## src/rtl/fog_dsp_pkg.sv

```systemverilog
package fog_dsp_pkg;

	// raw adc word from the channel 3 converter
	localparam int ADC_W = 14;
	// fir coefficient width
	localparam int COEF_W = 16;
	localparam int FIR_TAPS = 32;
	// fir sum is brought back to adc scale by this shift
	localparam int FIR_SHIFT = 16;
	// 14 x 16 product plus tap growth, coefficients are all positive
	localparam int ACC_W = 30;
	// loop arithmetic width, matches the register bank word
	localparam int DATA_W = 32;
	localparam int DAC_W = 16;

	// N32FC2 low-pass set, symmetric, dc gain 32762
	localparam logic signed [COEF_W-1:0] fir_coef [FIR_TAPS] = '{
		16'sd82, 16'sd102, 16'sd148, 16'sd223, 16'sd330, 16'sd469, 16'sd638, 16'sd832,
		16'sd1042, 16'sd1261, 16'sd1476, 16'sd1678, 16'sd1855, 16'sd1998, 16'sd2098,
		16'sd2149, 16'sd2149, 16'sd2098, 16'sd1998, 16'sd1855, 16'sd1678, 16'sd1476,
		16'sd1261, 16'sd1042, 16'sd832, 16'sd638, 16'sd469, 16'sd330, 16'sd223,
		16'sd148, 16'sd102, 16'sd82
	};

	// filtered adc sample, two's complement
	typedef logic signed [ADC_W-1:0] adc_sample_t;

	// error, step, ramp and modulation words
	typedef logic signed [DATA_W-1:0] loop_word_t;

	// word sent to the dac, wraps modulo 2^16
	typedef logic [DAC_W-1:0] dac_word_t;

endpackage

```

## src/rtl/fog_ctrl_pkg.sv

```systemverilog
package fog_ctrl_pkg;

	import fog_dsp_pkg::*;

	// modulation half encoding
	localparam logic STATUS_LOW = 1'b0;
	localparam logic STATUS_HIGH = 1'b1;

	// loop settings, held stable outside reset
	typedef struct packed {
		// half-period length in clocks
		loop_word_t  freq_cnt;
		// modulation level, high half
		loop_word_t  amp_h;
		// modulation level, low half
		loop_word_t  amp_l;
		// settling delay before the averaging window opens
		loop_word_t  wait_cnt;
		// subtracted from the demodulated error
		loop_word_t  err_offset;
		// open-loop step
		loop_word_t  const_step;
		// window length is 2^avg_sel samples
		logic [2:0]  avg_sel;
		// error to step gain, right shift
		logic [4:0]  gain_step;
		// step to ramp gain, right shift
		logic [4:0]  gain_ramp;
		// flips the sign of the error
		logic        polarity;
		// 1 closes the loop, 0 uses const_step
		logic        fb_on;
	} loop_cfg_t;

	// timing marks from the modulation generator
	typedef struct packed {
		// 0 low half, 1 high half
		logic status;
		// first cycle of every new half
		logic step_trig;
	} mod_strobe_t;

endpackage

```

## src/rtl/fog_mod_gen.sv

```systemverilog
module fog_mod_gen (
	input  logic                       CLOCK_DAC_1,
	input  logic                       i_rst,
	input  fog_ctrl_pkg::loop_cfg_t    i_cfg,
	output fog_ctrl_pkg::mod_strobe_t  o_strobe,
	output fog_dsp_pkg::loop_word_t    o_mod
);

	import fog_dsp_pkg::*;
	import fog_ctrl_pkg::*;

	// clocks spent in the current half
	logic [DATA_W-1:0] half_cnt_q;
	logic [DATA_W-1:0] half_last;
	logic              half_end;
	mod_strobe_t       strobe_q;
	loop_word_t        mod_q;

	// last count of a half
	assign half_last = i_cfg.freq_cnt - 1;
	assign half_end = (half_cnt_q == half_last);

	always_ff @(posedge CLOCK_DAC_1) begin
		if (i_rst) begin
			half_cnt_q <= '0;
			strobe_q <= '{status: STATUS_LOW, step_trig: 1'b0};
			// loop starts in the low half
			mod_q <= i_cfg.amp_l;
		end else if (half_end) begin
			half_cnt_q <= '0;
			strobe_q.status <= ~strobe_q.status;
			strobe_q.step_trig <= 1'b1;
			// level follows the half being entered
			mod_q <= (strobe_q.status == STATUS_HIGH) ? i_cfg.amp_l : i_cfg.amp_h;
		end else begin
			half_cnt_q <= half_cnt_q + DATA_W'(1);
			strobe_q.step_trig <= 1'b0;
			mod_q <= (strobe_q.status == STATUS_HIGH) ? i_cfg.amp_h : i_cfg.amp_l;
		end
	end

	assign o_strobe = strobe_q;
	assign o_mod = mod_q;

endmodule

```

## config.mk

```make
export PLATFORM = sky130hd
export DESIGN_NAME = fog_mod_gen
export DESIGN_NICKNAME = d
export VERILOG_FILES = /design/src/rtl/fog_dsp_pkg.sv /design/src/rtl/fog_ctrl_pkg.sv /design/src/rtl/fog_mod_gen.sv
export SDC_FILE = /design/constraint.sdc
export NUM_CORES = 1
export LEC_CHECK = 0
export BUFFER_PORTS_ARGS = -buffer_cell sky130_fd_sc_hd__buf_2
export CAP_MARGIN = 5
export CORE_MARGIN = 4
export CORE_UTILIZATION = 41
export CTS_CLUSTER_DIAMETER = 50
export DETAILED_ROUTE_END_ITERATION = 6
export GPL_TIMING_DRIVEN = 0
export PLACE_DENSITY = 0.77
export SLEW_MARGIN = 20
export SYNTH_ARGS = -nofsm -noshare
export SYNTH_HDL_FRONTEND = slang
export SYNTH_SLANG_ARGS = --single-unit
```

## constraint.sdc

```tcl
create_clock -name CLOCK_DAC_1 -period 8.28 [get_ports CLOCK_DAC_1]
set_clock_uncertainty 0.2 [all_clocks]
set_input_delay 1.242 -clock CLOCK_DAC_1 [delete_from_list [all_inputs] [get_ports CLOCK_DAC_1]]
set_output_delay 1.242 -clock CLOCK_DAC_1 [all_outputs]
set_load 0.01 [all_outputs]
```

==> impl_metrics.env <==
export IMPL_grt_first_pass_wirelength_mm=17.50
export IMPL_syn2layout_area_growth_pct=24.94
export IMPL_num_fill_cells=886
export IMPL_std_cell_rows=35
export IMPL_dr_pass1_iters=5
export IMPL_cts_buffer_depth=2
export IMPL_synth_top_area_share_pct=33.30
export IMPL_fin_nets=790
export IMPL_ys_types=58
export IMPL_die_area_mm2=0.01131
export IMPL_synth_common_cells="dfxtp_1, nor2_1, xor2_1"
export IMPL_clkSlewWorstSetupHoldPaths_ps=70
export IMPL_first_iter_violations=306
export IMPL_power_leakage_uw=0.002141
export IMPL_cts_buffers=9
export IMPL_core_area_mm2=0.009328
export IMPL_port_buffers=128
export IMPL_ys_flop_type="dfxtp_1"
export IMPL_vias=3799
export IMPL_endpoint_kind="flop"
export IMPL_setup_viol=0
export IMPL_syn_avg_cell_area_um2=9.017
export IMPL_yosysWarnings=0
export IMPL_cp_data_required_time_ps=8300
export IMPL_setup_tns_ps=0
export IMPL_crit_fanout=10
export IMPL_post_route_period_util_pct=64.75
export IMPL_finalCriticalPeriod_ps=5361
export IMPL_clock_sinks=66
export IMPL_placed_area_mm2=0.004770
export IMPL_final_max_slew_viol_count=0
export IMPL_ctsHoldBuffers=0
export IMPL_synth_nets=651
export IMPL_holdWs_ps=296.3
export IMPL_clk_latency_ps=330
export IMPL_routed_wl_mm=11.33
export IMPL_fin_area_mm2=0.004957
export IMPL_tightest_slew_ps=763.2
export IMPL_routabilityCongestion=0.9105
export IMPL_arrival_ps=5390
export IMPL_drc_errors=0
export IMPL_drv_cap=0
export IMPL_syn_area_mm2=0.003968
export IMPL_die_x_um=106.4
export IMPL_ant_nets=0
export IMPL_die_y_um=106.4
export IMPL_synthMostInstantiatedCell="dfxtp_1"
export IMPL_synthesis_instances=440
export IMPL_root_buffer="clkbuf_8"
export IMPL_io_pins=243
export IMPL_grt_pass1_vias=3737
export IMPL_grt_max_degree=11
export IMPL_tritoncts="yes"
export IMPL_path_class="in -> reg"
export IMPL_async_reset_ff_share_pct=0
export IMPL_antenna_found_initial=0
export IMPL_synth_area_leader_cell="dfxtp_1"
export IMPL_peakVddDrop_v=0.0001105
export IMPL_start_util_pct=42.54
export IMPL_cts_setup_buffers=0
export IMPL_grt_usage_pct=19.46
export IMPL_timing_hold_violations_final=0
export IMPL_cts_resized=0
export IMPL_fmax_mhz=186.5
export IMPL_drive_above_1_share_pct=32.42
export IMPL_grt_ovfl_total=0
export IMPL_ctsHtreeMaxLevel=3
export IMPL_synth_edf_count=0
export IMPL_dp_hpwl_mm=9.382
export IMPL_cp_start_kind="input pin"
export IMPL_slew_headroom_pct=48.70
export IMPL_post_drt_wl_per_cell_um=15.89
export IMPL_synth_area_leaders="dfxtp_1, mux2_4, xor2_1, xnor2_1, nor2_1"
export IMPL_routed_via_density=5.328
export IMPL_status="finished, final reports clean"
export IMPL_ys_ff_latch=66
export IMPL_rsz0062_at_grt="no"
export IMPL_hold_path_class="reg -> reg"
export IMPL_power_density_mw_per_mm2=139.1
export IMPL_yosysSeqAreaShare_pct=33.30
## path summary, 6_finish.rpt
check | from | end | slack (ps) | cells past startpoint
hold / removal | half_cnt_q[0]$_SDFF_PP0_ | half_cnt_q[0]$_SDFF_PP0_ | 300 | 1
setup / recovery | i_cfg[175] | o_mod[15]$_DFF_P_ | 2920 | 12
setup reg to reg | half_cnt_q[2]$_SDFF_PP0_ | o_mod[15]$_DFF_P_ | 4470 | 9
hold reg to reg | half_cnt_q[0]$_SDFF_PP0_ | half_cnt_q[0]$_SDFF_PP0_ | 300 | 1
## where the power goes
| group | switching, uW | internal (uW) |
|---|---|---|
| Sequential | 5.78 | 327 |
| Clock | 115 | 145 |
| Combinational | 49.1 | 48.0 |
| Total | 170 | 520 |
## cells in the final DEF (no fill, tap or decap), types with 4 or more instances in the layout
cell	synthesis	final
a21oi_1	4	4
and3_1	9	9
buf_2	3	131
buf_6	4	4
clkbuf_1	10	12
clkbuf_8	0	10
dfxtp_1	66	66
inv_1	9	9
mux2_4	29	29
nand2_1	23	23
nand3_1	19	19
nand4_1	14	14
nor2_1	59	59
nor2b_1	6	6
nor3_1	12	12
nor4_1	13	13
nor4b_1	4	4
o211ai_1	5	5
o21ai_0	9	9
or2_2	4	4
or3_1	10	10
or4_1	6	6
xnor2_1	32	32
xor2_1	33	33
## metal layers
metal	vias to the layer above	GRT usage [%]	wire length (um)
li1	1859	-	-
met1	1743	23.89	4827
met2	177	33.53	5348
met3	20	4.554	981
met4	0	6.198	174
met5	-	0	0
## logic make-up after synthesis
logic type               Yosys count  synth area share (%)
adder cells (fa/ha/maj)            2                0.6306
AND/OR/NAND/NOR                  201                 28.03
XOR/XNOR                          65                 14.35
AO/OA/AOI/OAI                     43                 7.505
buffers and inverters             28                 3.500
multiplexers                      35                 12.68
flip-flops                        66                 33.30
## flip-flops by register name, indices dropped and copies added (netlist names)
signal      count
o_strobe        2
half_cnt_q     32
o_mod          32
## critical path, cell delays in order
cell,delay [ps]
buf_2,120
inv_1,50
ha_1,190
nor4b_1,630
nand4_1,460
nor4_1,430
xnor2_1,140
or4_1,600
nor4_4,400
mux2i_2,540
buf_6,260
mux2_4,320
## through the flow
| stage | power (uW) | std cells | worst slack [ps] | util, % |
|---|---|---|---|---|
| final | 689.7 | 713 | 2919 | 53.15 |
| after global routing | 718.7 | 712 | 2684 | 53.12 |
| after CTS | 692.8 | 712 | 2892 | 53.12 |
| after detailed placement | 436.5 | 697 | 2545 | 51.13 |
| after global placement | 433.6 | 697 | 2656 | 51.13 |
| after floorplan | 386.1 | 440 | 3380 | - |
## area by class of cell
class / instances / area, um^2 / area share, %
timing repair buffer: 128 / 640.6 / 12.92
buffer: 18 / 101.3 / 2.044
inverter: 10 / 37.54 / 0.7572
clock inverter: 3 / 40.04 / 0.8077
multi-input combinational: 346 / 2507 / 50.58
sequential: 66 / 1321 / 26.65
antenna: 1 / 2.502 / 0.05048
clock buffer: 12 / 145.1 / 2.928
tap: 129 / 161.4 / 3.256
Power figures use the tool's default switching activity.
