$ cat src/rtl/fog_dsp_pkg.sv
package fog_dsp_pkg;

	// raw adc word from the channel 3 converter
	localparam int ADC_W = 14;
	// fir coefficient width
	localparam int COEF_W = 16;
	localparam int FIR_TAPS = 32;
	// fir sum is brought back to adc scale by this shift
	localparam int FIR_SHIFT = 16;
	// 14 x 16 product plus tap growth, coefficients are all positive
	localparam int ACC_W = 30;
	// loop arithmetic width, matches the register bank word
	localparam int DATA_W = 32;
	localparam int DAC_W = 16;

	// N32FC2 low-pass set, symmetric, dc gain 32762
	localparam logic signed [COEF_W-1:0] fir_coef [FIR_TAPS] = '{
		16'sd82, 16'sd102, 16'sd148, 16'sd223, 16'sd330, 16'sd469, 16'sd638, 16'sd832,
		16'sd1042, 16'sd1261, 16'sd1476, 16'sd1678, 16'sd1855, 16'sd1998, 16'sd2098,
		16'sd2149, 16'sd2149, 16'sd2098, 16'sd1998, 16'sd1855, 16'sd1678, 16'sd1476,
		16'sd1261, 16'sd1042, 16'sd832, 16'sd638, 16'sd469, 16'sd330, 16'sd223,
		16'sd148, 16'sd102, 16'sd82
	};

	// filtered adc sample, two's complement
	typedef logic signed [ADC_W-1:0] adc_sample_t;

	// error, step, ramp and modulation words
	typedef logic signed [DATA_W-1:0] loop_word_t;

	// word sent to the dac, wraps modulo 2^16
	typedef logic [DAC_W-1:0] dac_word_t;

endpackage

$ cat src/rtl/fog_ctrl_pkg.sv
package fog_ctrl_pkg;

	import fog_dsp_pkg::*;

	// modulation half encoding
	localparam logic STATUS_LOW = 1'b0;
	localparam logic STATUS_HIGH = 1'b1;

	// loop settings, held stable outside reset
	typedef struct packed {
		// half-period length in clocks
		loop_word_t  freq_cnt;
		// modulation level, high half
		loop_word_t  amp_h;
		// modulation level, low half
		loop_word_t  amp_l;
		// settling delay before the averaging window opens
		loop_word_t  wait_cnt;
		// subtracted from the demodulated error
		loop_word_t  err_offset;
		// open-loop step
		loop_word_t  const_step;
		// window length is 2^avg_sel samples
		logic [2:0]  avg_sel;
		// error to step gain, right shift
		logic [4:0]  gain_step;
		// step to ramp gain, right shift
		logic [4:0]  gain_ramp;
		// flips the sign of the error
		logic        polarity;
		// 1 closes the loop, 0 uses const_step
		logic        fb_on;
	} loop_cfg_t;

	// timing marks from the modulation generator
	typedef struct packed {
		// 0 low half, 1 high half
		logic status;
		// first cycle of every new half
		logic step_trig;
	} mod_strobe_t;

endpackage

$ cat src/rtl/fog_rate_loop.sv
module fog_rate_loop (
	input  logic                       CLOCK_DAC_1,
	input  logic                       i_rst,
	input  fog_ctrl_pkg::loop_cfg_t    i_cfg,
	input  fog_dsp_pkg::adc_sample_t   i_sample,
	input  fog_ctrl_pkg::mod_strobe_t  i_strobe,
	output fog_dsp_pkg::loop_word_t    o_err,
	output fog_dsp_pkg::loop_word_t    o_step,
	output logic                       o_step_upd
);

	import fog_dsp_pkg::*;
	import fog_ctrl_pkg::*;

	// position inside the half, 0 on step_trig
	logic [DATA_W-1:0] cnt_q;
	logic [DATA_W-1:0] pos;
	// first position past the window
	logic [DATA_W-1:0] win_end;
	logic              in_win;
	// running window sum and its average
	loop_word_t        acc_q;
	loop_word_t        acc_avg;
	// low half average, kept for the period end
	loop_word_t        avg_l_q;
	loop_word_t        diff;
	logic              period_end;
	loop_word_t        err_q;
	logic              err_upd_q;
	loop_word_t        step_q;
	logic              step_upd_q;

	assign pos = i_strobe.step_trig ? '0 : cnt_q;
	assign win_end = i_cfg.wait_cnt + (DATA_W'(1) << i_cfg.avg_sel);
	// window sits after the fir has settled on the new level
	assign in_win = (pos >= i_cfg.wait_cnt) && (pos < win_end);

	// averaging by shift, window is a power of two
	assign acc_avg = acc_q >>> i_cfg.avg_sel;

	// a new low half closes the period
	assign period_end = i_strobe.step_trig && (i_strobe.status == STATUS_LOW);

	// acc_q still holds the high half here
	assign diff = i_cfg.polarity ? (avg_l_q - acc_avg) : (acc_avg - avg_l_q);

	// reset acts as the start of the first low half
	always_ff @(posedge CLOCK_DAC_1) begin
		if (i_rst) begin
			cnt_q <= '0;
		end else begin
			cnt_q <= pos + DATA_W'(1);
		end
	end

	// window sum, cleared at every half boundary
	always_ff @(posedge CLOCK_DAC_1) begin
		if (i_rst) begin
			acc_q <= '0;
		end else if (i_strobe.step_trig) begin
			acc_q <= '0;
		end else if (in_win) begin
			acc_q <= acc_q + loop_word_t'(i_sample);
		end
	end

	// low half is done once the high half begins
	always_ff @(posedge CLOCK_DAC_1) begin
		if (i_strobe.step_trig && (i_strobe.status == STATUS_HIGH)) begin
			avg_l_q <= acc_avg;
		end
	end

	// error one clock after the period end
	always_ff @(posedge CLOCK_DAC_1) begin
		if (i_rst) begin
			err_q <= '0;
			err_upd_q <= 1'b0;
		end else begin
			err_upd_q <= period_end;
			if (period_end) begin
				err_q <= diff - i_cfg.err_offset;
			end
		end
	end

	// feedback step integrator, one clock behind the error
	always_ff @(posedge CLOCK_DAC_1) begin
		if (i_rst) begin
			step_q <= '0;
			step_upd_q <= 1'b0;
		end else begin
			step_upd_q <= err_upd_q;
			if (err_upd_q) begin
				// open loop just forces the configured step
				step_q <= i_cfg.fb_on ? step_q + (err_q >>> i_cfg.gain_step) : i_cfg.const_step;
			end
		end
	end

	assign o_err = err_q;
	assign o_step = step_q;
	assign o_step_upd = step_upd_q;

endmodule

$ cat config.mk
export PLATFORM = sky130hd
export DESIGN_NAME = fog_rate_loop
export DESIGN_NICKNAME = d
export VERILOG_FILES = /design/src/rtl/fog_dsp_pkg.sv /design/src/rtl/fog_ctrl_pkg.sv /design/src/rtl/fog_rate_loop.sv
export SDC_FILE = /design/constraint.sdc
export NUM_CORES = 1
export LEC_CHECK = 0
export ABC_AREA = 1
export BUFFER_PORTS_ARGS = -buffer_cell sky130_fd_sc_hd__buf_4
export CAP_MARGIN = 20
export CORE_MARGIN = 1.5
export CORE_UTILIZATION = 35
export DETAILED_ROUTE_END_ITERATION = 12
export PLACE_DENSITY_LB_ADDON = 0.3
export SETUP_SLACK_MARGIN = 0.2
export SLEW_MARGIN = 20
export SYNTH_ARGS = -nofsm -noshare
export SYNTH_HDL_FRONTEND = slang
export SYNTH_SLANG_ARGS = --single-unit
$ cat constraint.sdc
create_clock -name CLOCK_DAC_1 -period 5.13 [get_ports CLOCK_DAC_1]
set_input_delay 0.513 -clock CLOCK_DAC_1 [delete_from_list [all_inputs] [get_ports CLOCK_DAC_1]]
set_output_delay 0.513 -clock CLOCK_DAC_1 [all_outputs]
set_load 0.03 [all_outputs]
==> results.md <==
- Status: finished, final reports clean
- Clock Latency Late Sink: about 0.5 ns
- Fin crit period: between 4 and 5 ns
- Synth Area per Inst: a little over 6 um2
- First-pass GRT wire length: 111200 um
- RSZ-0062 raised after global routing: false
- Placed cells: about 4600
- RR Endpoint: o_err[22]
- Ant. Diodes: 0
- Router iterations before antenna repair: 6
- Mapped Area: 21180 um2
- TritonCTS Buffers: 17
- Clock slew at reported path FFs: ~0.08 ns
- CP Max Fanout: 3
- Die Ht: 249.0 um
- EDFF count, synth: 32
- Overflow after GRT: 0
- Most common cell after layout, fill and taps aside: nand2_1
- Most frequent cells in the layout: nand2_1, inv_1, buf_4
- Min-delay src: i_cfg[47]
- Clock Power Share: between 20% and 30%
- Vias in the first global route: between 20000 and 25000
- Leading post-synthesis cells by cell area: nand2_1, ha_1, dfxtp_1
- Final Skew: 0.01502 ns
- Final hold slack: 0.3162 ns
- Asr flop ratio synth: 0%
- WS Path Type: reg -> reg
- Post-place setup slack: -0.2072 ns
- Pint: about 0.003 W
- Avg WL per Cell: 15.17 um
- Ys Warns: 0
- Final setup vio count: 0
- Largest net degree at the start of global routing: between 50 and 60
- # fillers: 6503
- Seq pwr share: 27.0%
- Synthesized net count: 3966
- # IOs: slightly below 300
- Largest area contributor in the netlist: nand2_1
- Die Width: 249.0 um
- Lkg Pwr: 12.95 nW
- Slew Limit Fails: 0
- Core Footprint: ~59000 um2
- Initial DRC count: 1499
- Arr. time, crit path: slightly below 5 ns
- Switch Pwr: ~0.0022 W
- RR Startpoint: acc_q[12]
- Max frequency: between 0.2 and 0.25 GHz
- Sequential share of the synthesized area: 16.83%
- Layout cell share with drive strength beyond 1: ~14%
- End of the worst hold path: o_err[0]
- Bufs on Longest Clock Path: 2
- Critical Path Source: acc_q[12]
- Routed Antenna Nets: 0
- Hold depth: 3
- TNS Setup: 0 ns
- Site Rows: just under 90
- WP data required: 5.57 ns
- P per Cell Area: 204.8 nW/um2
- Post-Route WL: about 70000 um
- Starting density of the core: 35.68%
- Drt drc: 0
- CTS H-tree depth: 4
- Post-CTS Hold Buffers: 0
- Final hold vios: 0
- Syn Inst Count: ~3500
- Flops & latches, synth: around 160
- Final net count: about 4300
- CTS tree: done
- Root Buffer: clkbuf_16
- Area share of the leading cell type in the synthesized netlist: ~15%
- Reg2reg path depth: 27
- Finished Layout Cells: between 4000 and 5000
- Final period util: 88.15%
- Area grow syn2layout: 19.97%
- Final Util: 42.80%
- Drt via density: around 4.9
- Combinational Power Share: between 40% and 50%
- FF/Latch Area: about 3600 um2
- Worst setup margin: slightly above 0.6 ns
- DR vias: between 20000 and 25000
- Min-Delay Path Class: in -> reg
- Initial antenna violation count: 0
- Total Routing Usage GR: between 20% and 30%
- GP Congestion: 0.9739
- Synth unique cells: between 50 and 60
- Worst Setup Start Kind: flop
- Max-cap violation count: 0
- R2r setup slk: 0.61 ns
- Setup crit end kind: flop
- Detailed Place HPWL: 58360 um
- I/O Buffers: 188
- Ys flop type: dfxtp_1
- Switching part of the total: 42.29%
- Multi-input logic area: about 15000 um2
- Worst Tran Pin Value: about 1.1 ns
- Worst vdd ir: just under 0.3 mV
- Rel. slew slack: between 20% and 30%
- DIE AREA: roughly 62000 um2
- Clock sink count: roughly 160
## flip-flops by register name, summed over array words and instances (netlist names)
name	count
acc_q	32
avg_l_q	32
cnt_q	32
err_upd_q	1
o_err	32
o_step	32
o_step_upd	1
## through the flow
step,power [W],instance area [um2]
3_5_place_dp,0.003843,24550
5_1_grt,0.005585,25400
2_1_floorplan,0.002924,21180
3_3_place_gp,0.003839,24550
6_report,0.005202,25400
4_1_cts,0.005181,25120
## what timing repair did
item,4_1_cts,5_1_grt
endpoints found under the setup margin,1,52
cloned,0,0
gates resized for setup,1,79
hold endpoints to repair,0,0
pin swaps,0,10
setup buffers,0,4
## metal layers
metal | vias up | wire (um) | share of wire, % | GRT usage (%)
met5 | - | 0 | 0 | 0
met4 | 0 | 1785 | 2.6 | 7.432
met3 | 76 | 3094 | 4.4 | 2.717
met2 | 459 | 32380 | 47 | 37.92
met1 | 10140 | 32370 | 46 | 28.94
li1 | 12030 | - | - | -
## logic make-up (layout without fill, tap and decap cells)
kind of cell	after synthesis	after routing	share of synthesized area [%]
buf+inv	644	958	11.75
flops	162	162	16.83
xor+xnor	117	117	4.839
compound gates	810	810	20.51
mux	27	27	1.276
fa+ha+maj	237	237	14.22
simple gates	1507	1507	30.58
## how the worst max path moves through the flow
stage                endpoint  slack (ns)  depth (start not counted)
global route        o_err[25]        0.18                         34
global placement    o_err[26]       -0.18                         28
CTS                 o_err[26]        0.24                         32
finish              o_err[22]        0.61                         27
floorplan           o_err[25]        0.50                         30
detailed placement  o_err[26]       -0.21                         33
## critical path, cell delays in order (launching register included)
cell and delay (ns):
dfxtp_1 0.35, inv_1 0.08, o21ai_0 0.09, or2_2 0.28, o21ai_0 0.10, inv_1 0.06, o21ai_1 0.29, inv_1 0.10
ha_1 0.23, a21oi_1 0.19, o21ai_0 0.15, nand2_1 0.08, nand2_1 0.04, o21bai_2 0.21, or2_2 0.30, nand2_1 0.10
xor2_2 0.18, inv_1 0.06, ha_1 0.32, buf_4 0.14, nand2_1 0.08, buf_4 0.15, nor3_1 0.26, a21oi_1 0.14
or2_2 0.29, nand3_1 0.09, nand2_1 0.06, inv_1 0.05
## Yosys cell counts (all sizes together), types with 6 or more instances
library cell / number
nor3: 44
ha: 231
o211ai: 26
nor2: 359
mux2i: 27
nor4: 11
xor2: 90
edfxtp: 32
dfxtp: 130
buf: 32
nand4: 43
xnor2: 27
fa: 6
nand3b: 9
o21ai: 346
a31oi: 11
nand2: 864
inv: 545
nand3: 141
o21bai: 32
a21boi: 6
o21a: 9
or2: 26
a21o: 16
a21oi: 348
clkbuf: 64
## layout make-up
cell class	count	area share, %
clock buffer	18	1.689
tap	773	3.807
clock inverter	14	0.5467
multi-input combinational	2698	60.44
timing repair buffer	378	11.39
sequential	162	14.03
inverter	548	8.097
## power groups by stage
stage	registers, W	logic (W)	clock network, W
2_1_floorplan	0.00149	0.00144	0
3_3_place_gp	0.00143	0.00240	0
3_5_place_dp	0.00143	0.00241	0
4_1_cts	0.00141	0.00242	0.00135
5_1_grt	0.00141	0.00278	0.00140
6_report	0.00141	0.00249	0.00131
Power figures use the tool's default switching activity.
