`config.mk`:
```
export PLATFORM = sky130hd
export DESIGN_NAME = fog_phase_ramp
export DESIGN_NICKNAME = d
export VERILOG_FILES = /design/src/rtl/fog_dsp_pkg.sv /design/src/rtl/fog_ctrl_pkg.sv /design/src/rtl/fog_phase_ramp.sv
export SDC_FILE = /design/constraint.sdc
export NUM_CORES = 1
export LEC_CHECK = 0
export BUFFER_PORTS_ARGS = -buffer_cell sky130_fd_sc_hd__buf_4
export CORE_MARGIN = 2
export CORE_UTILIZATION = 25
export DETAILED_ROUTE_END_ITERATION = 6
export GPL_TIMING_DRIVEN = 1
export PLACE_DENSITY = 0.58
export SYNTH_ARGS = -nofsm -noshare
export SYNTH_HDL_FRONTEND = slang
export SYNTH_SLANG_ARGS = --single-unit
```
`constraint.sdc`:
```
create_clock -name CLOCK_DAC_1 -period 6.9 [get_ports CLOCK_DAC_1]
set_input_delay 1.38 -clock CLOCK_DAC_1 [delete_from_list [all_inputs] [get_ports CLOCK_DAC_1]]
set_output_delay 1.38 -clock CLOCK_DAC_1 [all_outputs]
set_load 0.01 [all_outputs]
```
`src/rtl/fog_dsp_pkg.sv`:
```
package fog_dsp_pkg;

	// raw adc word from the channel 3 converter
	localparam int ADC_W = 14;
	// fir coefficient width
	localparam int COEF_W = 16;
	localparam int FIR_TAPS = 32;
	// fir sum is brought back to adc scale by this shift
	localparam int FIR_SHIFT = 16;
	// 14 x 16 product plus tap growth, coefficients are all positive
	localparam int ACC_W = 30;
	// loop arithmetic width, matches the register bank word
	localparam int DATA_W = 32;
	localparam int DAC_W = 16;

	// N32FC2 low-pass set, symmetric, dc gain 32762
	localparam logic signed [COEF_W-1:0] fir_coef [FIR_TAPS] = '{
		16'sd82, 16'sd102, 16'sd148, 16'sd223, 16'sd330, 16'sd469, 16'sd638, 16'sd832,
		16'sd1042, 16'sd1261, 16'sd1476, 16'sd1678, 16'sd1855, 16'sd1998, 16'sd2098,
		16'sd2149, 16'sd2149, 16'sd2098, 16'sd1998, 16'sd1855, 16'sd1678, 16'sd1476,
		16'sd1261, 16'sd1042, 16'sd832, 16'sd638, 16'sd469, 16'sd330, 16'sd223,
		16'sd148, 16'sd102, 16'sd82
	};

	// filtered adc sample, two's complement
	typedef logic signed [ADC_W-1:0] adc_sample_t;

	// error, step, ramp and modulation words
	typedef logic signed [DATA_W-1:0] loop_word_t;

	// word sent to the dac, wraps modulo 2^16
	typedef logic [DAC_W-1:0] dac_word_t;

endpackage

```
`src/rtl/fog_ctrl_pkg.sv`:
```
package fog_ctrl_pkg;

	import fog_dsp_pkg::*;

	// modulation half encoding
	localparam logic STATUS_LOW = 1'b0;
	localparam logic STATUS_HIGH = 1'b1;

	// loop settings, held stable outside reset
	typedef struct packed {
		// half-period length in clocks
		loop_word_t  freq_cnt;
		// modulation level, high half
		loop_word_t  amp_h;
		// modulation level, low half
		loop_word_t  amp_l;
		// settling delay before the averaging window opens
		loop_word_t  wait_cnt;
		// subtracted from the demodulated error
		loop_word_t  err_offset;
		// open-loop step
		loop_word_t  const_step;
		// window length is 2^avg_sel samples
		logic [2:0]  avg_sel;
		// error to step gain, right shift
		logic [4:0]  gain_step;
		// step to ramp gain, right shift
		logic [4:0]  gain_ramp;
		// flips the sign of the error
		logic        polarity;
		// 1 closes the loop, 0 uses const_step
		logic        fb_on;
	} loop_cfg_t;

	// timing marks from the modulation generator
	typedef struct packed {
		// 0 low half, 1 high half
		logic status;
		// first cycle of every new half
		logic step_trig;
	} mod_strobe_t;

endpackage

```
`src/rtl/fog_phase_ramp.sv`:
```
module fog_phase_ramp (
	input  logic                     CLOCK_DAC_1,
	input  logic                     i_rst,
	input  fog_ctrl_pkg::loop_cfg_t  i_cfg,
	input  fog_dsp_pkg::loop_word_t  i_mod,
	input  fog_dsp_pkg::loop_word_t  i_step,
	input  logic                     i_step_upd,
	output fog_dsp_pkg::dac_word_t   o_dac
);

	import fog_dsp_pkg::*;

	// phase ramp, wraps at 2^32
	loop_word_t ramp_q;
	loop_word_t ramp_inc;
	loop_word_t dac_sum;
	dac_word_t  dac_q;

	// scaled step, advanced once per period
	assign ramp_inc = i_step >>> i_cfg.gain_ramp;
	assign dac_sum = ramp_q + i_mod;

	always_ff @(posedge CLOCK_DAC_1) begin
		if (i_rst) begin
			ramp_q <= '0;
		end else if (i_step_upd) begin
			ramp_q <= ramp_q + ramp_inc;
		end
	end

	// dac word, low bits only, 2pi reset comes from the wrap
	always_ff @(posedge CLOCK_DAC_1) begin
		if (i_rst) begin
			dac_q <= '0;
		end else begin
			dac_q <= dac_sum[DAC_W-1:0];
		end
	end

	assign o_dac = dac_q;

endmodule

```
==> results.cfg, run 1 <==
[outcome]
status = complete, no violations

[clock_tree]
holdBufCountCts = 0
cts_buffers = 5
cts_setup_buffers = 0
clk_pin_slew_worst_paths_ns = 0.05
clockRootBuffer = clkbuf_16
htreeDepth = 2
ctsLongestPathBuffers = 2
cts_num_sinks = 32
clkLatencyLatePin_ns = 0.28
cts_tree = built
cts_resized = 0

[drt]
vias_per_cell = 5.18
first_pass_iters = 4
dr.first_iter.drc_count = 194
drt_wl_total_mm = 11.2
ant_nets = 0
remaining_drc_errors = 0
vias = 3659
routed_wire_length_per_instance_um = 15.8

[worst_setup_path]
cp_data_arrival_time_ns = 5.39
worstSetupPathType = in -> reg
cp-end-kind = register
cp-start-kind = input pin
crit_fanout = 38
cp.required_ns = 7.11

[sta]
rsz0062_at_grt = no
relSlewSlack_pct = 43.7
finalMaxSlewViolations = 0
max_clock_freq_ghz = 0.193
worst_pin_slew_ns = 0.835
finalClockSkew_ns = 0.0101
finalSetupViolCount = 0
tns_ns = 0
hold_viol_final = 0
min_period_over_period_pct = 75.1
period_minus_slack_ns = 5.18

[logic_synthesis]
ys_types = 51
yosys-top-cells-area = dfxtp_1 17%, mux2i_1 11%, ha_1 10%
synth_edf_count = 0
synth_top_area_share_pct = 17.3
avgSynthCellArea_sq_um = 7.82
ys.flop_type = dfxtp_1
async_flop_share_pct = 0
ys_seq_elements = 32
synth_top_area_cell = dfxtp_1
ys_seq_area_share_pct = 17.3
synth_nets = 781
netlist_instances = 475
syn-cell-area_sq_mm = 0.00371
yosysWarnings = 0

[global_route]
first_global_vias = 3531
gr-usage-all-layers_pct = 13.9
grt_pass1_wl_mm = 18.0
antenna_found_initial = 0
overflow = 0
grt_max_degree = 39

[finish]
nets = 829
layout-drive-gt1-share_pct = 20.7
utilization_pct = 30.9
layout_commonest_cell = buf_4
diodes = 0
finalNonFillerCells = 707
area_growth_pct = 20.8
mostFrequentLayoutCells = 71 x buf_4, 43 x nand2_1, 43 x nor2_1

[floorplanning]
die_area_sq_mm = 0.0158
die_h_um = 126
ios = 290
die_w_um = 126
num_rows = 44
core_area_sq_mm = 0.0145
start_util_pct = 25.5

[power]
pwr_density_cell_mw_per_mm2 = 227
peakVddDrop_v = 0.0000747
p_leak_nw = 1.96
power.total_mw = 1.02

[placement]
gp_congestion = 0.905
port_buffers = 71
dpl.cell_count = 700
hpwl_mm = 9.07

[run]
drv_cap = 0

[worst_hold_path]
hold_path_class = reg -> reg
[per-stage QoR]
| stage | cell area [sq um] | hold slack [ns] | setup WS [ns] |
|---|---|---|---|
| floorplan | 3710 | 0.462 | 2.18 |
| global placement | 4350 | 0.483 | 1.53 |
| detailed placement | 4350 | 0.493 | 1.52 |
| CTS | 4480 | 0.501 | 1.77 |
| global route | 4480 | 0.530 | 1.52 |
| finish | 4480 | 0.497 | 1.72 |
[registers in the layout, summed over array words and instances, names as in the netlist]
name,count
o_dac,16
ramp_q,16
[cell type report]
type	instances	area (sq um)
inverters	15	56.3
repair buffers	71	533
clock inverters	1	5.00
fillers	1568	10000
clock buffers	6	129
well taps	184	230
flip-flops and latches	32	641
multi-input cells	398	2890
[synth_stat cells, types with 2 or more instances]
cell type	number
fa_1	2
a21o_1	6
o22ai_1	4
mux2i_1	42
mux2_2	14
and2_1	2
xor2_1	7
o211ai_1	12
buf_1	2
a211oi_1	10
or2_2	2
and3_1	3
nand2b_1	7
clkbuf_1	23
nand2_1	43
a21boi_0	2
nor2b_1	8
o221ai_1	4
a31o_2	3
inv_1	14
a21oi_1	38
ha_1	30
or4_1	2
nand3_1	9
nor3_1	11
dfxtp_1	32
or3_1	6
buf_2	4
o21a_1	9
nand4_1	5
nor2_1	43
o21ai_0	40
mux4_2	9
xnor2_1	10
[power by group]
group | internal [mW] | switching (mW)
logic | 0.249 | 0.299
clock network | 0.131 | 0.0803
registers | 0.230 | 0.0304
total | 0.610 | 0.409
[path summary, 6_finish.rpt]
path / slack [ns] / end / cells after the start / start
setup / recovery: 1.72 / ramp_q[15]$_SDFFE_PP0P_ / 15 / i_cfg[3]
hold / removal: 0.50 / ramp_q[4]$_SDFFE_PP0P_ / 2 / ramp_q[4]$_SDFFE_PP0P_
setup reg to reg: 4.21 / o_dac[12]$_SDFF_PP0_ / 10 / ramp_q[0]$_SDFFE_PP0P_
hold reg to reg: 0.50 / ramp_q[4]$_SDFFE_PP0P_ / 2 / ramp_q[4]$_SDFFE_PP0P_
[routing by layer]
layer	share of wire (%)	wire length, um	track usage [%]
met1	45	5070	17.8
met2	44	4940	22.0
met3	9.0	1010	5.01
met4	1.6	184	4.07
met5	0	0	0
[worst max-delay path, cell delays in order]
cell and delay (ns):
buf_4 0.41, mux2_2 0.41, o21ai_0 0.37, a21oi_1 0.18, mux2_2 0.29, nor2_1 0.08, a21oi_1 0.08, ha_1 0.36
o211ai_1 0.09, o21ai_0 0.49, o211ai_1 0.24, a31o_2 0.29, and3_1 0.17, or4_1 0.40, a21oi_1 0.15
[cells by family (layout without fill, tap and decap cells)]
group                      Yosys count  in the layout  synth area share, %
buffers and inverters               45             93                 4.89
and+or+nand+nor                    146            146                 18.5
muxes                               65             65                 21.0
AOI/OAI and AO/OA                  138            138                 23.1
xor gates and xnor gates            17             17                 4.01
DFF                                 32             32                 17.3
adders and majority gates           32             32                 11.2
No activity file was read; power rests on OpenSTA's default activity.
==> run 2: changes to the inputs <==
==> constraint.sdc (replaced) <==
create_clock -name CLOCK_DAC_1 -period 5 [get_ports CLOCK_DAC_1]
set_input_delay 1 -clock CLOCK_DAC_1 [delete_from_list [all_inputs] [get_ports CLOCK_DAC_1]]
set_output_delay 1 -clock CLOCK_DAC_1 [all_outputs]
set_load 0.01 [all_outputs]
==> run 2 against run 1 <==
Effect of this change:
- wire length fell by 1.2%
- worst setup slack lost 1.2 ns
- critical path depth increased by 4
- register-to-register slack got worse by 1.8 ns
- die area is the same
- sequential cell count unchanged
- highest routed layer unchanged
==> results.cfg, run 2 (synthesis results as in run 1) <==
[power]
clkPwrFrac_pct = 23.8
power.total_mw = 1.46
switching_share_pct = 38.5
p_leak_nw = 2.01
pwr-share-seq_pct = 24.5
switchingPower_uw = 562
peakVddDrop_v = 0.000131
pwr_density_cell_mw_per_mm2 = 321
combPwrFrac_pct = 51.7
p_int_uw = 900

[drt]
vias = 3656
ant_nets = 0
vias_per_cell = 5.12
first_pass_iters = 4
remaining_drc_errors = 0
dr.first_iter.drc_count = 117
routed_wire_length_per_instance_um = 15.5
drt_wl_total_mm = 11.1

[sta]
min_period_over_period_pct = 90.5
finalSetupViolCount = 0
worst_slack_ns = 0.477
relSlewSlack_pct = 40.8
finalClockSkew_ns = 0.00383
hold_viol_final = 0
rsz0062_at_grt = no
tns_ns = 0
max_clock_freq_ghz = 0.221
period_minus_slack_ns = 4.52
finalMaxSlewViolations = 0
worst_pin_slew_ns = 0.879

[worst_setup_path]
worstSetupPathType = in -> reg
cp-end-kind = register
reg2reg_to = o_dac[12]$_SDFF_PP0_
reg2reg_depth = 10
crit-reg2reg-launch = ramp_q[0]$_SDFFE_PP0P_
cp.required_ns = 5.14
crit_fanout = 27
cp_data_arrival_time_ns = 4.67
cp-start-kind = input pin
regToRegSetupSlack_ns = 2.40

[placement]
dp_slack_ns = 0.247
hpwl_mm = 9.06
port_buffers = 71
gp_congestion = 0.925
dpl.cell_count = 706

[clock_tree]
cts_num_sinks = 32
cts_resized = 0
clk_pin_slew_worst_paths_ns = 0.05
ctsLongestPathBuffers = 2
cts_buffers = 5
clkLatencyLatePin_ns = 0.28
holdBufCountCts = 0
htreeDepth = 2
cts_tree = built
cts_setup_buffers = 0
clockRootBuffer = clkbuf_16

[worst_hold_path]
hp-start = ramp_q[15]$_SDFFE_PP0P_
hold_end = ramp_q[15]$_SDFFE_PP0P_
hold_path_depth = 2
hold_path_class = reg -> reg

[finish]
mostFrequentLayoutCells = 77 x buf_4, 43 x nand2_1, 43 x nor2_1
finalNonFillerCells = 714
nets = 835
utilization_pct = 31.4
diodes = 0
layout-drive-gt1-share_pct = 21.7
layout_commonest_cell = buf_4
area_growth_pct = 22.8

[global_route]
grt_max_degree = 36
gr-usage-all-layers_pct = 14.2
overflow = 0
grt_pass1_wl_mm = 18.4
antenna_found_initial = 0
first_global_vias = 3579

[floorplanning]
die_area_sq_mm = 0.0158
num_rows = 44
start_util_pct = 25.5
core_area_sq_mm = 0.0145
die_w_um = 126
ios = 290
die_h_um = 126

[run]
drv_cap = 0

[outcome]
status = complete, no violations
## run 2: critical path, stage by stage
cell and delay (ns):
buf_4 0.31, buf_4 0.27, buf_4 0.14, a211oi_1 0.05, a21oi_1 0.23, nand2_1 0.08, a21oi_1 0.13, a21oi_1 0.07
mux2i_1 0.27, ha_1 0.25, inv_1 0.06, fa_1 0.38, nor2b_1 0.18, o21a_1 0.14, o21ai_0 0.18, a211oi_1 0.43
o221ai_1 0.23, nand4_1 0.13, o221ai_1 0.11
## run 2: layout make-up
class | count | area (sq um)
fill | 1548 | 9970
multi-input combinational | 398 | 2890
sequential | 32 | 641
timing repair buffer | 77 | 578
tap | 184 | 230
clock buffer | 6 | 129
inverter | 15 | 56.3
clock inverter | 2 | 35.0
## run 2: how the worst max path moves through the flow
stage / to / slack (ns) / start
5_1_grt: ramp_q[12]$_SDFFE_PP0P_ / 0.11 / i_cfg[2]
3_5_place_dp: ramp_q[12]$_SDFFE_PP0P_ / 0.25 / i_cfg[3]
6_report: ramp_q[12]$_SDFFE_PP0P_ / 0.48 / i_cfg[3]
3_3_place_gp: ramp_q[12]$_SDFFE_PP0P_ / 0.33 / i_cfg[3]
2_1_floorplan: ramp_q[15]$_SDFFE_PP0P_ / 0.66 / i_cfg[2]
4_1_cts: ramp_q[12]$_SDFFE_PP0P_ / 0.53 / i_cfg[3]
## run 2: power by group through the flow
stage          logic, mW  registers, mW  clock network, mW
2_1_floorplan      0.518          0.366                  0
3_3_place_gp       0.739          0.361                  0
3_5_place_dp       0.750          0.363                  0
4_1_cts            0.757          0.359              0.357
5_1_grt            0.847          0.366              0.366
6_report           0.756          0.358              0.348
## run 2: metrics by stage
stage	cell area [sq um]	hold slack (ns)
global route	4560	0.539
floorplan	3710	0.462
CTS	4560	0.509
finish	4560	0.505
global placement	4400	0.483
detailed placement	4400	0.500
## run 2: metal layers
layer	routed length, um	vias up	GRT usage, %
li1	-	1867	-
met1	5110	1661	18.5
met2	4610	99	21.3
met3	924	29	5.01
met4	410	0	6.08
met5	0	-	0
